## config.mk

```make
export PLATFORM = sky130hd
export DESIGN_NAME = mem_subsys
export DESIGN_NICKNAME = d
export VERILOG_FILES = /design/src/hw/mem_pkg.sv /design/src/hw/mem_subsys.sv /design/src/hw/mem_ctrl.sv /design/src/hw/icache.sv
export VERILOG_INCLUDE_DIRS = /design/src /design/src/hw
export SDC_FILE = /design/constraint.sdc
export NUM_CORES = 2
export LEC_CHECK = 0
export BUFFER_PORTS_ARGS = -buffer_cell sky130_fd_sc_hd__buf_2
export CAP_MARGIN = 20
export CORE_MARGIN = 8
export CORE_UTILIZATION = 62
export CTS_BUF_LIST = sky130_fd_sc_hd__clkbuf_16
export DETAILED_ROUTE_END_ITERATION = 10
export PLACE_DENSITY = 0.79
export SYNTH_ARGS = -nofsm -noshare
export SYNTH_HDL_FRONTEND = slang
export SYNTH_SLANG_ARGS = --single-unit
```

## constraint.sdc

```tcl
create_clock -name clk_in -period 6.3 [get_ports clk_in]
set_input_delay 0.63 -clock clk_in [delete_from_list [all_inputs] [get_ports clk_in]]
set_output_delay 0.63 -clock clk_in [all_outputs]
set_load 0.01 [all_outputs]
```

## src/hw/mem_defs.svh

```systemverilog
/* memory subsystem constants */

`ifndef MEM_DEFS_SVH
`define MEM_DEFS_SVH

// data and address width
`define XLEN 32

// instruction cache geometry, one word per line
`define ICACHE_LINES    64
`define ICACHE_OFFSET_W 2
`define ICACHE_INDEX_W  ($clog2(`ICACHE_LINES))
`define ICACHE_TAG_W    (`XLEN - `ICACHE_INDEX_W - `ICACHE_OFFSET_W)

// lowest address bit of the page select field
`define PAGE_SEL_LSB 16

// mem_a[17:16] == 2'b11 marks the I/O page
`define IO_PAGE_SEL 2'b11

// uart byte in/out
`define IO_DATA_ADDR 32'h30000
// clock counter on read, program stop on write
`define IO_CTRL_ADDR 32'h30004

`endif
```

## src/hw/mem_pkg.sv

```systemverilog
/* memory subsystem types */

`default_nettype none

`include "mem_defs.svh"

package mem_pkg;

  // width of a data access
  typedef enum logic [1:0] {
    size_byte = 2'd0,
    size_half = 2'd1,
    size_word = 2'd2
  } access_size_e;

  // data port command, 68 bits
  typedef struct packed {
    logic               write;
    access_size_e       size;
    logic               sign_ext;
    logic [`XLEN-1:0]   addr;
    logic [`XLEN-1:0]   wdata;
  } data_req_t;

  typedef struct packed {
    logic [`XLEN-1:0] pc;
  } fetch_req_t;

  // word address of a cache refill
  typedef struct packed {
    logic [`XLEN-1:0] addr;
  } refill_req_t;

  typedef struct packed {
    logic [`ICACHE_TAG_W-1:0]    tag;
    logic [`ICACHE_INDEX_W-1:0]  index;
    logic [`ICACHE_OFFSET_W-1:0] offset;
  } icache_addr_t;

  typedef struct packed {
    logic [`XLEN-`PAGE_SEL_LSB-3:0] upper;
    logic [1:0]                     page_sel;
    logic [`PAGE_SEL_LSB-1:0]       byte_addr;
  } bus_addr_t;

  // one address word, seen by the cache or by the bus sequencer
  typedef union packed {
    icache_addr_t ic;
    bus_addr_t    bus;
  } mem_addr_u;

endpackage

`default_nettype wire

```

## src/hw/mem_subsys.sv

```systemverilog
/* memory subsystem top level */

`timescale 1ns/10ps
`default_nettype none

`include "mem_defs.svh"

module mem_subsys (
  input  logic                clk_in,
  input  logic                reset,
  input  logic                rdy_in,
  input  logic                flush,

  // instruction fetch
  input  logic                fetch_req,
  input  mem_pkg::fetch_req_t fetch_pc,
  output logic [`XLEN-1:0]    fetch_instr,
  output logic                fetch_done,

  // loads and stores
  input  logic                data_req,
  input  mem_pkg::data_req_t  data_cmd,
  output logic [`XLEN-1:0]    data_rdata,
  output logic                data_done,

  // memory bus
  input  logic [7:0]          mem_din,
  output logic [7:0]          mem_dout,
  output logic [`XLEN-1:0]    mem_a,
  output logic                mem_wr,
  input  logic                io_buffer_full
);

  import mem_pkg::*;

  // icache and mem_ctrl
  logic             refill_req;
  refill_req_t      refill_addr;
  logic [`XLEN-1:0] refill_word;
  logic             refill_done;

  icache icache_inst (
    .clk_in      (clk_in),
    .reset       (reset),
    .rdy_in      (rdy_in),
    .flush       (flush),
    .fetch_req   (fetch_req),
    .fetch_pc    (fetch_pc),
    .fetch_instr (fetch_instr),
    .fetch_done  (fetch_done),
    .refill_req  (refill_req),
    .refill_addr (refill_addr),
    .refill_word (refill_word),
    .refill_done (refill_done)
  );

  mem_ctrl mem_ctrl_inst (
    .clk_in         (clk_in),
    .reset          (reset),
    .rdy_in         (rdy_in),
    .data_req       (data_req),
    .data_cmd       (data_cmd),
    .data_rdata     (data_rdata),
    .data_done      (data_done),
    .refill_req     (refill_req),
    .refill_addr    (refill_addr),
    .refill_word    (refill_word),
    .refill_done    (refill_done),
    .mem_din        (mem_din),
    .mem_dout       (mem_dout),
    .mem_a          (mem_a),
    .mem_wr         (mem_wr),
    .io_buffer_full (io_buffer_full)
  );

endmodule

`default_nettype wire

```

## src/hw/mem_ctrl.sv

```systemverilog
/* memory controller, byte-serial bus sequencer */

`timescale 1ns/10ps
`default_nettype none

`include "mem_defs.svh"

module mem_ctrl (
  input  logic                 clk_in,
  input  logic                 reset,
  input  logic                 rdy_in,

  // data port
  input  logic                 data_req,
  input  mem_pkg::data_req_t   data_cmd,
  output logic [`XLEN-1:0]     data_rdata,
  output logic                 data_done,

  // refill channel from the icache
  input  logic                 refill_req,
  input  mem_pkg::refill_req_t refill_addr,
  output logic [`XLEN-1:0]     refill_word,
  output logic                 refill_done,

  // byte-wide memory bus
  input  logic [7:0]           mem_din,
  output logic [7:0]           mem_dout,
  output logic [`XLEN-1:0]     mem_a,
  output logic                 mem_wr,
  input  logic                 io_buffer_full
);

  import mem_pkg::*;

  // sequencer state
  logic             busy_q;
  logic             src_refill_q;
  logic [2:0]       cnt_q;

  // latched request and data shift register
  data_req_t        req_q;
  logic [`XLEN-1:0] word_q;
  logic [`XLEN-1:0] result_q;

  logic [2:0]       nbytes;
  mem_addr_u        cur_addr;
  logic             issuing;
  logic             io_stall;
  logic             last_step;
  logic             grant_data;
  logic             grant_refill;
  logic [`XLEN-1:0] shifted;
  logic [`XLEN-1:0] extended;

  always_comb begin
    case (req_q.size)
      size_byte: nbytes = 3'd1;
      size_half: nbytes = 3'd2;
      default:   nbytes = 3'd4;
    endcase
  end

  // arbiter, only while idle; data beats a waiting refill
  assign grant_data   = !busy_q && data_req && !data_done;
  assign grant_refill = !busy_q && !grant_data && refill_req && !refill_done;

  // step cnt_q puts byte cnt_q on the bus, read bytes come back one step later
  assign cur_addr  = req_q.addr + {{(`XLEN-3){1'b0}}, cnt_q};
  assign issuing   = busy_q && (cnt_q < nbytes);
  assign last_step = busy_q && (cnt_q == nbytes);

  // uart writes wait for room in the output buffer
  assign io_stall = issuing && req_q.write && (cur_addr.bus.page_sel == `IO_PAGE_SEL)
                    && io_buffer_full;

  // idle bus shows address 0 so no I/O read happens by accident
  assign mem_a    = issuing ? cur_addr : '0;
  assign mem_dout = word_q[7:0];
  assign mem_wr   = issuing && req_q.write && !io_stall && rdy_in;

  // little endian, newest byte enters at the top
  assign shifted = {mem_din, word_q[`XLEN-1:8]};

  // short loads end up in the upper bits of the shift register
  always_comb begin
    case (req_q.size)
      size_byte: begin
        extended = {{(`XLEN-8){req_q.sign_ext && shifted[`XLEN-1]}},
                    shifted[`XLEN-1 -: 8]};
      end
      size_half: begin
        extended = {{(`XLEN-16){req_q.sign_ext && shifted[`XLEN-1]}},
                    shifted[`XLEN-1 -: 16]};
      end
      default: begin
        extended = shifted;
      end
    endcase
  end

  always_ff @(posedge clk_in) begin
    if (reset) begin
      busy_q       <= 1'b0;
      src_refill_q <= 1'b0;
      cnt_q        <= '0;
      data_done    <= 1'b0;
      refill_done  <= 1'b0;
    end else if (rdy_in) begin
      data_done   <= 1'b0;
      refill_done <= 1'b0;
      if (grant_data || grant_refill) begin
        busy_q       <= 1'b1;
        src_refill_q <= grant_refill;
        cnt_q        <= '0;
      end else if (last_step) begin
        busy_q      <= 1'b0;
        data_done   <= !src_refill_q;
        refill_done <= src_refill_q;
      end else if (busy_q && !io_stall) begin
        cnt_q <= cnt_q + 3'd1;
      end
    end
  end

  always_ff @(posedge clk_in) begin
    if (rdy_in) begin
      if (grant_data) begin
        req_q  <= data_cmd;
        word_q <= data_cmd.wdata;
      end else if (grant_refill) begin
        // a refill is an unsigned word load
        req_q <= '{write: 1'b0, size: size_word, sign_ext: 1'b0,
                   addr: refill_addr.addr, wdata: '0};
      end else if (last_step) begin
        result_q <= extended;
      end else if (busy_q && !io_stall && (req_q.write || (cnt_q != 3'd0))) begin
        // stores shift out the next byte, loads shift in the returned one
        word_q <= shifted;
      end
    end
  end

  assign data_rdata  = result_q;
  assign refill_word = result_q;

endmodule

`default_nettype wire

```

## src/hw/icache.sv

```systemverilog
/* direct-mapped instruction cache */

`timescale 1ns/10ps
`default_nettype none

`include "mem_defs.svh"

module icache (
  input  logic                 clk_in,
  input  logic                 reset,
  input  logic                 rdy_in,
  input  logic                 flush,

  // fetch port
  input  logic                 fetch_req,
  input  mem_pkg::fetch_req_t  fetch_pc,
  output logic [`XLEN-1:0]     fetch_instr,
  output logic                 fetch_done,

  // refill channel to the memory controller
  output logic                 refill_req,
  output mem_pkg::refill_req_t refill_addr,
  input  logic [`XLEN-1:0]     refill_word,
  input  logic                 refill_done
);

  import mem_pkg::*;

  localparam int unsigned LINES = `ICACHE_LINES;

  logic [LINES-1:0]          valid_q;
  logic [`ICACHE_TAG_W-1:0]  tag_arr [LINES];
  logic [`XLEN-1:0]          data_arr [LINES];

  mem_addr_u pc_addr;
  mem_addr_u fill_addr;
  logic      hit;
  logic      accept;
  logic      fill_ok;
  // miss was flushed, its refill word gets thrown away
  logic      drop_q;

  assign pc_addr   = fetch_pc.pc;
  assign fill_addr = refill_addr.addr;

  assign hit = valid_q[pc_addr.ic.index] && (tag_arr[pc_addr.ic.index] == pc_addr.ic.tag);

  // new lookup only when nothing is pending and the last answer is gone
  assign accept = fetch_req && !fetch_done && !refill_req && !flush;

  assign fill_ok = refill_req && refill_done && !drop_q && !flush;

  always_ff @(posedge clk_in) begin
    if (reset) begin
      valid_q    <= '0;
      fetch_done <= 1'b0;
      refill_req <= 1'b0;
      drop_q     <= 1'b0;
    end else if (rdy_in) begin
      fetch_done <= 1'b0;
      if (refill_req) begin
        // keep the request up until the controller ends it
        if (flush) begin
          drop_q <= 1'b1;
        end
        if (refill_done) begin
          refill_req <= 1'b0;
          drop_q     <= 1'b0;
          if (fill_ok) begin
            valid_q[fill_addr.ic.index] <= 1'b1;
            fetch_done                  <= 1'b1;
          end
        end
      end else if (accept && !hit) begin
        refill_req <= 1'b1;
      end else if (accept) begin
        fetch_done <= 1'b1;
      end
    end
  end

  // arrays and returned word
  always_ff @(posedge clk_in) begin
    if (rdy_in) begin
      if (fill_ok) begin
        tag_arr[fill_addr.ic.index]  <= fill_addr.ic.tag;
        data_arr[fill_addr.ic.index] <= refill_word;
        fetch_instr                  <= refill_word;
      end else if (accept) begin
        fetch_instr      <= data_arr[pc_addr.ic.index];
        // word aligned address for a possible refill
        refill_addr.addr <= {pc_addr.ic.tag, pc_addr.ic.index, {`ICACHE_OFFSET_W{1'b0}}};
      end
    end
  end

endmodule

`default_nettype wire

```

After elaboration in Yosys (flattened, before gate mapping)
Memory sizes are Yosys's and may differ from the RTL's.
Index checks and enable logic that the tools add are counted.
- register bits after elaboration: 236
- latch bits: 0
- bits in writable memories: 3584
- ROM bits: 0
- input bits: 115
- output and inout bits: 107
- memories kept: 2
- memories (name ; words ; width ; read ports ; clocked after memory_dff ; wr ports ; RTL line ; RTL):
    icache_inst.data_arr ; 64 ; 32 ; 1 ; 0 ; 1 ; icache.sv:33 ; logic [`XLEN-1:0] data_arr [LINES];
    icache_inst.tag_arr ; 64 ; 24 ; 1 ; 0 ; 1 ; icache.sv:32 ; logic [`ICACHE_TAG_W-1:0] tag_arr [LINES];
- $add $sub $neg: 2
- multiply operators: 0
- divide/modulo/power cells: 0
- magnitude comparators: 4
- equal/unequal tests: 7
- shift operators: 0
- multiplexer cells: 36
- bitwise gates (word level): 4
- reduce and logical (&&, ||, !) cells: 55
- operators by type and width (cell ; count):
    $mux 32 ; 7
    $mux 68 ; 2
    $or 64x64->64 ; 1
    $pmux 32 s2 ; 1
    $add 32x3->32 ; 1
    $eq 24x24->1 ; 1
    $logic_and 1x1->1 ; 24
    $mux 1 ; 20
    $lt 6x7->1 const B ; 2
    $reduce_and 4->1 ; 3
    $reduce_bool 2->1 ; 6
    $logic_not 1->1 ; 11
    $mux 3 ; 3
    $reduce_and 3->1 ; 3
    $reduce_and 2->1 ; 4
    $bmux 1 s6 ; 1
    $demux 1 s6 ; 1
    $ge 6x1->1 const B ; 1
    $pmux 3 s2 ; 1
    $ne 2x2->1 const B ; 2
    $add 3x1->3 const B ; 1
    $eq 3x3->1 ; 1
    $lt 3x3->1 ; 1
    $not 1->1 ; 3
    other kinds (6) ; 7

Depth between registers and ports, before layout
- depth after elaboration: 14
- gate-level depth with buffers: 15

By module
A second synthesis with hierarchy kept.
- cells, all modules: 6467
- area total of the unflattened synthesis: 147432.6 um2
- by module, submodules not included (module ; times used ; cells each ; area each (um2) ; seq. area each (um2)):
    icache ; 1 ; 5984 ; 141660.9 ; 110826.3
    mem_ctrl ; 1 ; 483 ; 5771.8 ; 3143.0

Least setup slack after synthesis
Ideal clock, no wire load.
- path kind: register to register
- from: register mem_ctrl_inst.req_q[32] (netlist bit)
- to: register mem_ctrl_inst.word_q[0] (enable)
- library setup time: 470 ps
- arrival: 4253 ps
- data required time: 5830 ps
- setup slack: 1577 ps
- cell stages (with the launch flop): 11
- path buffers: 0
- period minus slack after synthesis: 4723 ps
- cells stage by stage: edfxtp_1 ha_1 fa_1 a21o_1 nand4_1 nor3_1 xnor2_1 nor3_1 nand2_1 a31oi_1 a211oi_1
- longest elaborated chain between the ends: 9
- RTL lines (what ; RTL line ; RTL):
    start: declaration ; mem_ctrl.sv:41 ; data_req_t req_q;
    start signal: assignment ; mem_ctrl.sv:128 ; req_q <= data_cmd;
    start signal: assignment ; mem_ctrl.sv:132 ; req_q <= '{write: 1'b0, size: size_word, sign_ext: 1'b0,
    $add 32x3->32 ; mem_ctrl.sv:68 ; assign cur_addr = req_q.addr + {{(`XLEN-3){1'b0}}, cnt_q};
    $eq 2x2->1 (no source line) ; - ;
    $logic_and 1x1->1 (2 in a row) ; mem_ctrl.sv:73 ; assign io_stall = issuing && req_q.write && (cur_addr.bus.page_sel == `IO_PAGE_SEL)
    $logic_not 1->1 ; mem_ctrl.sv:136 ; end else if (busy_q && !io_stall && (req_q.write || (cnt_q != 3'd0))) begin
    $logic_and 1x1->1 (2 in a row) ; mem_ctrl.sv:136 ;
    $reduce_bool 2->1 (no source line) ; - ;
    $reduce_and 4->1 (no source line) ; - ;
    end signal: assignment ; mem_ctrl.sv:129 ; word_q <= data_cmd.wdata;
    end signal: assignment ; mem_ctrl.sv:138 ; word_q <= shifted;
    end: declaration ; mem_ctrl.sv:42 ; logic [`XLEN-1:0] word_q;
No other way between the ends.
A chain may end at the register's enable or synchronous reset.

Worst setup path after layout
- from: register mem_ctrl_inst.req_q[45] (netlist bit)
- to: output port mem_a[31]
- longest elaborated chain between the ends: 2
- RTL lines (what ; RTL line ; RTL):
    $add 32x3->32 ; mem_ctrl.sv:68 ;
    $mux 32 ; mem_ctrl.sv:77 ; assign mem_a = issuing ? cur_addr : '0;
    end: declaration ; mem_subsys.sv:29 ; output logic [`XLEN-1:0] mem_a,
No other way between the ends.

==> flow_metrics.py <==
metrics = {
    "sta": {
        "finClkSkew_ps": 61.75,
        "slew_headroom_pct": 17.30,
        "max_freq_mhz": 191.4,
        "slew_violations": 0,
        "rsz0062_at_grt": "no",
        "hold_viol_final": 0,
        "setup_viol": 0,
        "tightestPinTransition_ps": 1240,
        "setup_tns_ps": 0,
        "fin_crit_ps": 5224,
        "whs_ps": 36.06,
        "setup_slack_ps": 1076,
        "post-route-period-util_pct": 82.92,
    },
    "cells_and_area": {
        "fillers": 12865,
        "drive_gt1_share_pct": 30.55,
        "final_cells": 10536,
        "area_growth_pct": 13.27,
        "final_nets": 7185,
    },
    "worst_setup_path": {
        "cp_max_fo": 6,
        "cp.required_ps": 5670,
        "path_buf_inv": 2,
        "cpPeakStageDelay_ps": 540,
        "cp.arrival_ps": 4590,
        "critPathTopFamily": "simple AND/OR/NAND/NOR gates",
        "r2r_setup_slack_ps": 2070,
        "cp-end-kind": "primary output",
        "worstSetupPathType": "reg -> out",
        "cpMaxStageDelayCell": "nand3_1",
        "timing.critical_path.cells": "nand4_1, nor4_2, buf_4, nand4_1, or2_2, nor2_1, nand3_1, xor2_1, nor2_1, buf_2",
        "cp-start-kind": "flop",
    },
    "yosys": {
        "synth.avg_cell_area_um2": 22.84,
        "yosysTopAreaCellShare_pct": 76.42,
        "synth_fp_nets": 6568,
        "synth.area.top_cells": "edfxtp_1 (76%), mux4_2 (15%), mux2i_1 (1.0%)",
        "synthCells": 6444,
        "synth_edf_count": 3746,
        "synth-seq-area-share_pct": 77.42,
        "synthArstFlopShare_pct": 0,
        "ys_ff_latch": 3820,
        "yosys.area.top_type": "edfxtp_1",
        "synth_warnings": 0,
        "syn_area_um2": 147200,
        "synth-main-ff-cell": "edfxtp_1",
        "synth_cell_types": 79,
    },
    "clock_tree": {
        "cts_buffers": 374,
        "root_buffer": "clkbuf_16",
        "insertion_delay_ps": 1000,
        "clockBufferDepth": 4,
        "cts_sinks": 3820,
        "cts_tree": "yes",
        "cts_setup_buffers": 0,
        "htreeDepth": 5,
        "path_clk_slew_ps": 60,
    },
    "global_routing": {
        "antenna_found_initial": 18,
        "grt_max_degree": 113,
        "overflow": 0,
        "grt_use_total_pct": 35.84,
        "grt_pass1_vias": 79861,
        "grt_pass1_wl_um": 625000,
    },
    "routing": {
        "vias_per_cell": 7.471,
        "dr.pass1.iters": 9,
        "wirelength_um": 456500,
        "drtAntennaViolNets": 0,
        "drc": 0,
        "drt_iter0_drc": 14675,
        "wire_per_inst_um": 43.33,
        "vias": 78717,
    },
    "placement": {
        "dp_hpwl_um": 222600,
        "dp_cells": 9758,
        "post-place-ws_ps": 1114,
        "io_buffers": 219,
        "gp_congestion": 0.8440,
    },
    "floorplanning": {
        "core_area_um2": 237000,
        "placementRows": 179,
        "start_util_pct": 62.12,
        "die_h_um": 503.3,
        "die_x_um": 503.3,
        "num_io_pins": 222,
        "design.die.area_um2": 253300,
    },
    "run": {
        "max_cap_violations": 0,
    },
    "pwr": {
        "ir_drop_mv": 0.3154,
        "p_per_area_nw_per_um2": 314.0,
        "p_leak_nw": 53.14,
    },
    "hold_path": {
        "hold_path_class": "in -> reg",
    },
    "run_status": {
        "outcome": "complete, no violations",
    },
}
where the power goes:
| part | internal (mW) | total (mW) | leakage [nW] | switching, mW |
|---|---|---|---|---|
| clock network | 12.7 | 22.3 | 6.17 | 9.65 |
| logic | 0.996 | 2.29 | 12.7 | 1.30 |
| registers | 27.7 | 27.7 | 34.3 | 0.0508 |
stage by stage:
stage | util (%) | instance area (µm²) | power [mW]
floorplan | - | 147200 | 29.74
global placement | 64.89 | 153800 | 30.34
detailed placement | 64.91 | 153800 | 30.40
CTS | 70.34 | 166700 | 52.24
global route | 70.35 | 166700 | 53.26
finish | 70.37 | 166700 | 52.35
worst reg2reg max path, delay by kind of cell (launching register included):
kind / cells / cell delay, ps
and+or+nand+nor: 5 / 1300
buffers and inverters: 3 / 960
DFF: 1 / 810
AOI/OAI and AO/OA: 3 / 470
adders and majority gates: 1 / 340
final timing paths:
kind | from | to | cells past startpoint
worst min register to register | icache_inst.valid_q[63] | icache_inst.valid_q[63] | 2
worst min-delay path | data_cmd[63] | mem_ctrl_inst.req_q[63] | 2
worst max-delay path | mem_ctrl_inst.req_q[45] | mem_a[31] | 10
worst max register to register | mem_ctrl_inst.req_q[65] | mem_ctrl_inst.word_q[19] | 12
cells in the final DEF (no fill, tap or decap), types with 18 or more instances in the layout:
cell type and count:
buf_4 215, nand2_1 139, bufinv_16 41, o22ai_1 45
buf_12 56, dlygate4sd3_1 93, a21oi_1 52, buf_2 215
nor2_1 200, a31oi_1 18, nand3_1 26, nor3_1 18
xor2_1 23, nor2b_1 25, clkbuf_16 384, a22oi_1 57
edfxtp_1 3746, inv_1 94, mux4_2 1010, mux2i_1 153
clkinv_2 67, clkinv_1 66, o21ai_0 33, mux2_2 107
nor2_4 66, dfxtp_1 74, diode_2 23
per-layer routing:
metal / GRT usage (%) / vias to the layer above / routed length [µm]
met4: 22.57 / 10 / 37260
met5: 0.1314 / - / 69
met1: 44.92 / 39957 / 138700
met3: 9.792 / 2020 / 66850
li1: - / 28594 / -
met2: 56.31 / 8136 / 213600
cells by family after synthesis:
family / synth area share (%)
buffers and inverters: 1.275
and+or+nand+nor: 1.929
xor gates and xnor gates: 0.1963
muxes: 17.49
DFF: 77.42
adders and majority gates: 0.08160
AOI/OAI and AO/OA: 1.606
flip-flops by register name, indices dropped and copies added (netlist names):
signal                      count
icache_inst.refill_addr        30
icache_inst.refill_req          1
mem_ctrl_inst.data_rdata       32
icache_inst.data_arr         2048
mem_ctrl_inst.src_refill_q      1
mem_ctrl_inst.cnt_q             3
icache_inst.drop_q              1
mem_ctrl_inst.busy_q            1
icache_inst.valid_q            64
icache_inst.tag_arr          1536
mem_ctrl_inst.req_q            36
icache_inst.fetch_done          1
mem_ctrl_inst.data_done         1
mem_ctrl_inst.refill_done       1
mem_ctrl_inst.word_q           32
icache_inst.fetch_instr        32
synthesized netlist by cell type, drive strengths merged, types with 26 or more instances:
master / n
o22ai: 45
edfxtp: 3746
o21ai: 35
nor2b: 28
mux2i: 153
nand2: 139
mux4: 1020
buf: 202
a21oi: 52
mux2: 107
nor2: 267
dfxtp: 74
nand3: 26
clkbuf: 142
a22oi: 58
repair_timing:
| action | in CTS | in global routing |
|---|---|---|
| hold buffers | 93 | 0 |
| gates resized for setup | 0 | 0 |
| endpoints found under the hold margin | 98 | 0 |
cell type report:
| class | count | area, µm² | area share [%] |
|---|---|---|---|
| tap | 3167 | 3963 | 2.377 |
| clock buffer | 384 | 9609 | 5.763 |
| antenna | 23 | 57.56 | 0.03452 |
| clock inverter | 277 | 2311 | 1.386 |
| sequential | 3820 | 114000 | 68.35 |
| inverter | 16 | 70.07 | 0.04202 |
| multi-input combinational | 2264 | 31900 | 19.13 |
| timing repair buffer | 585 | 4850 | 2.909 |
(Power assumes the default switching activity.)
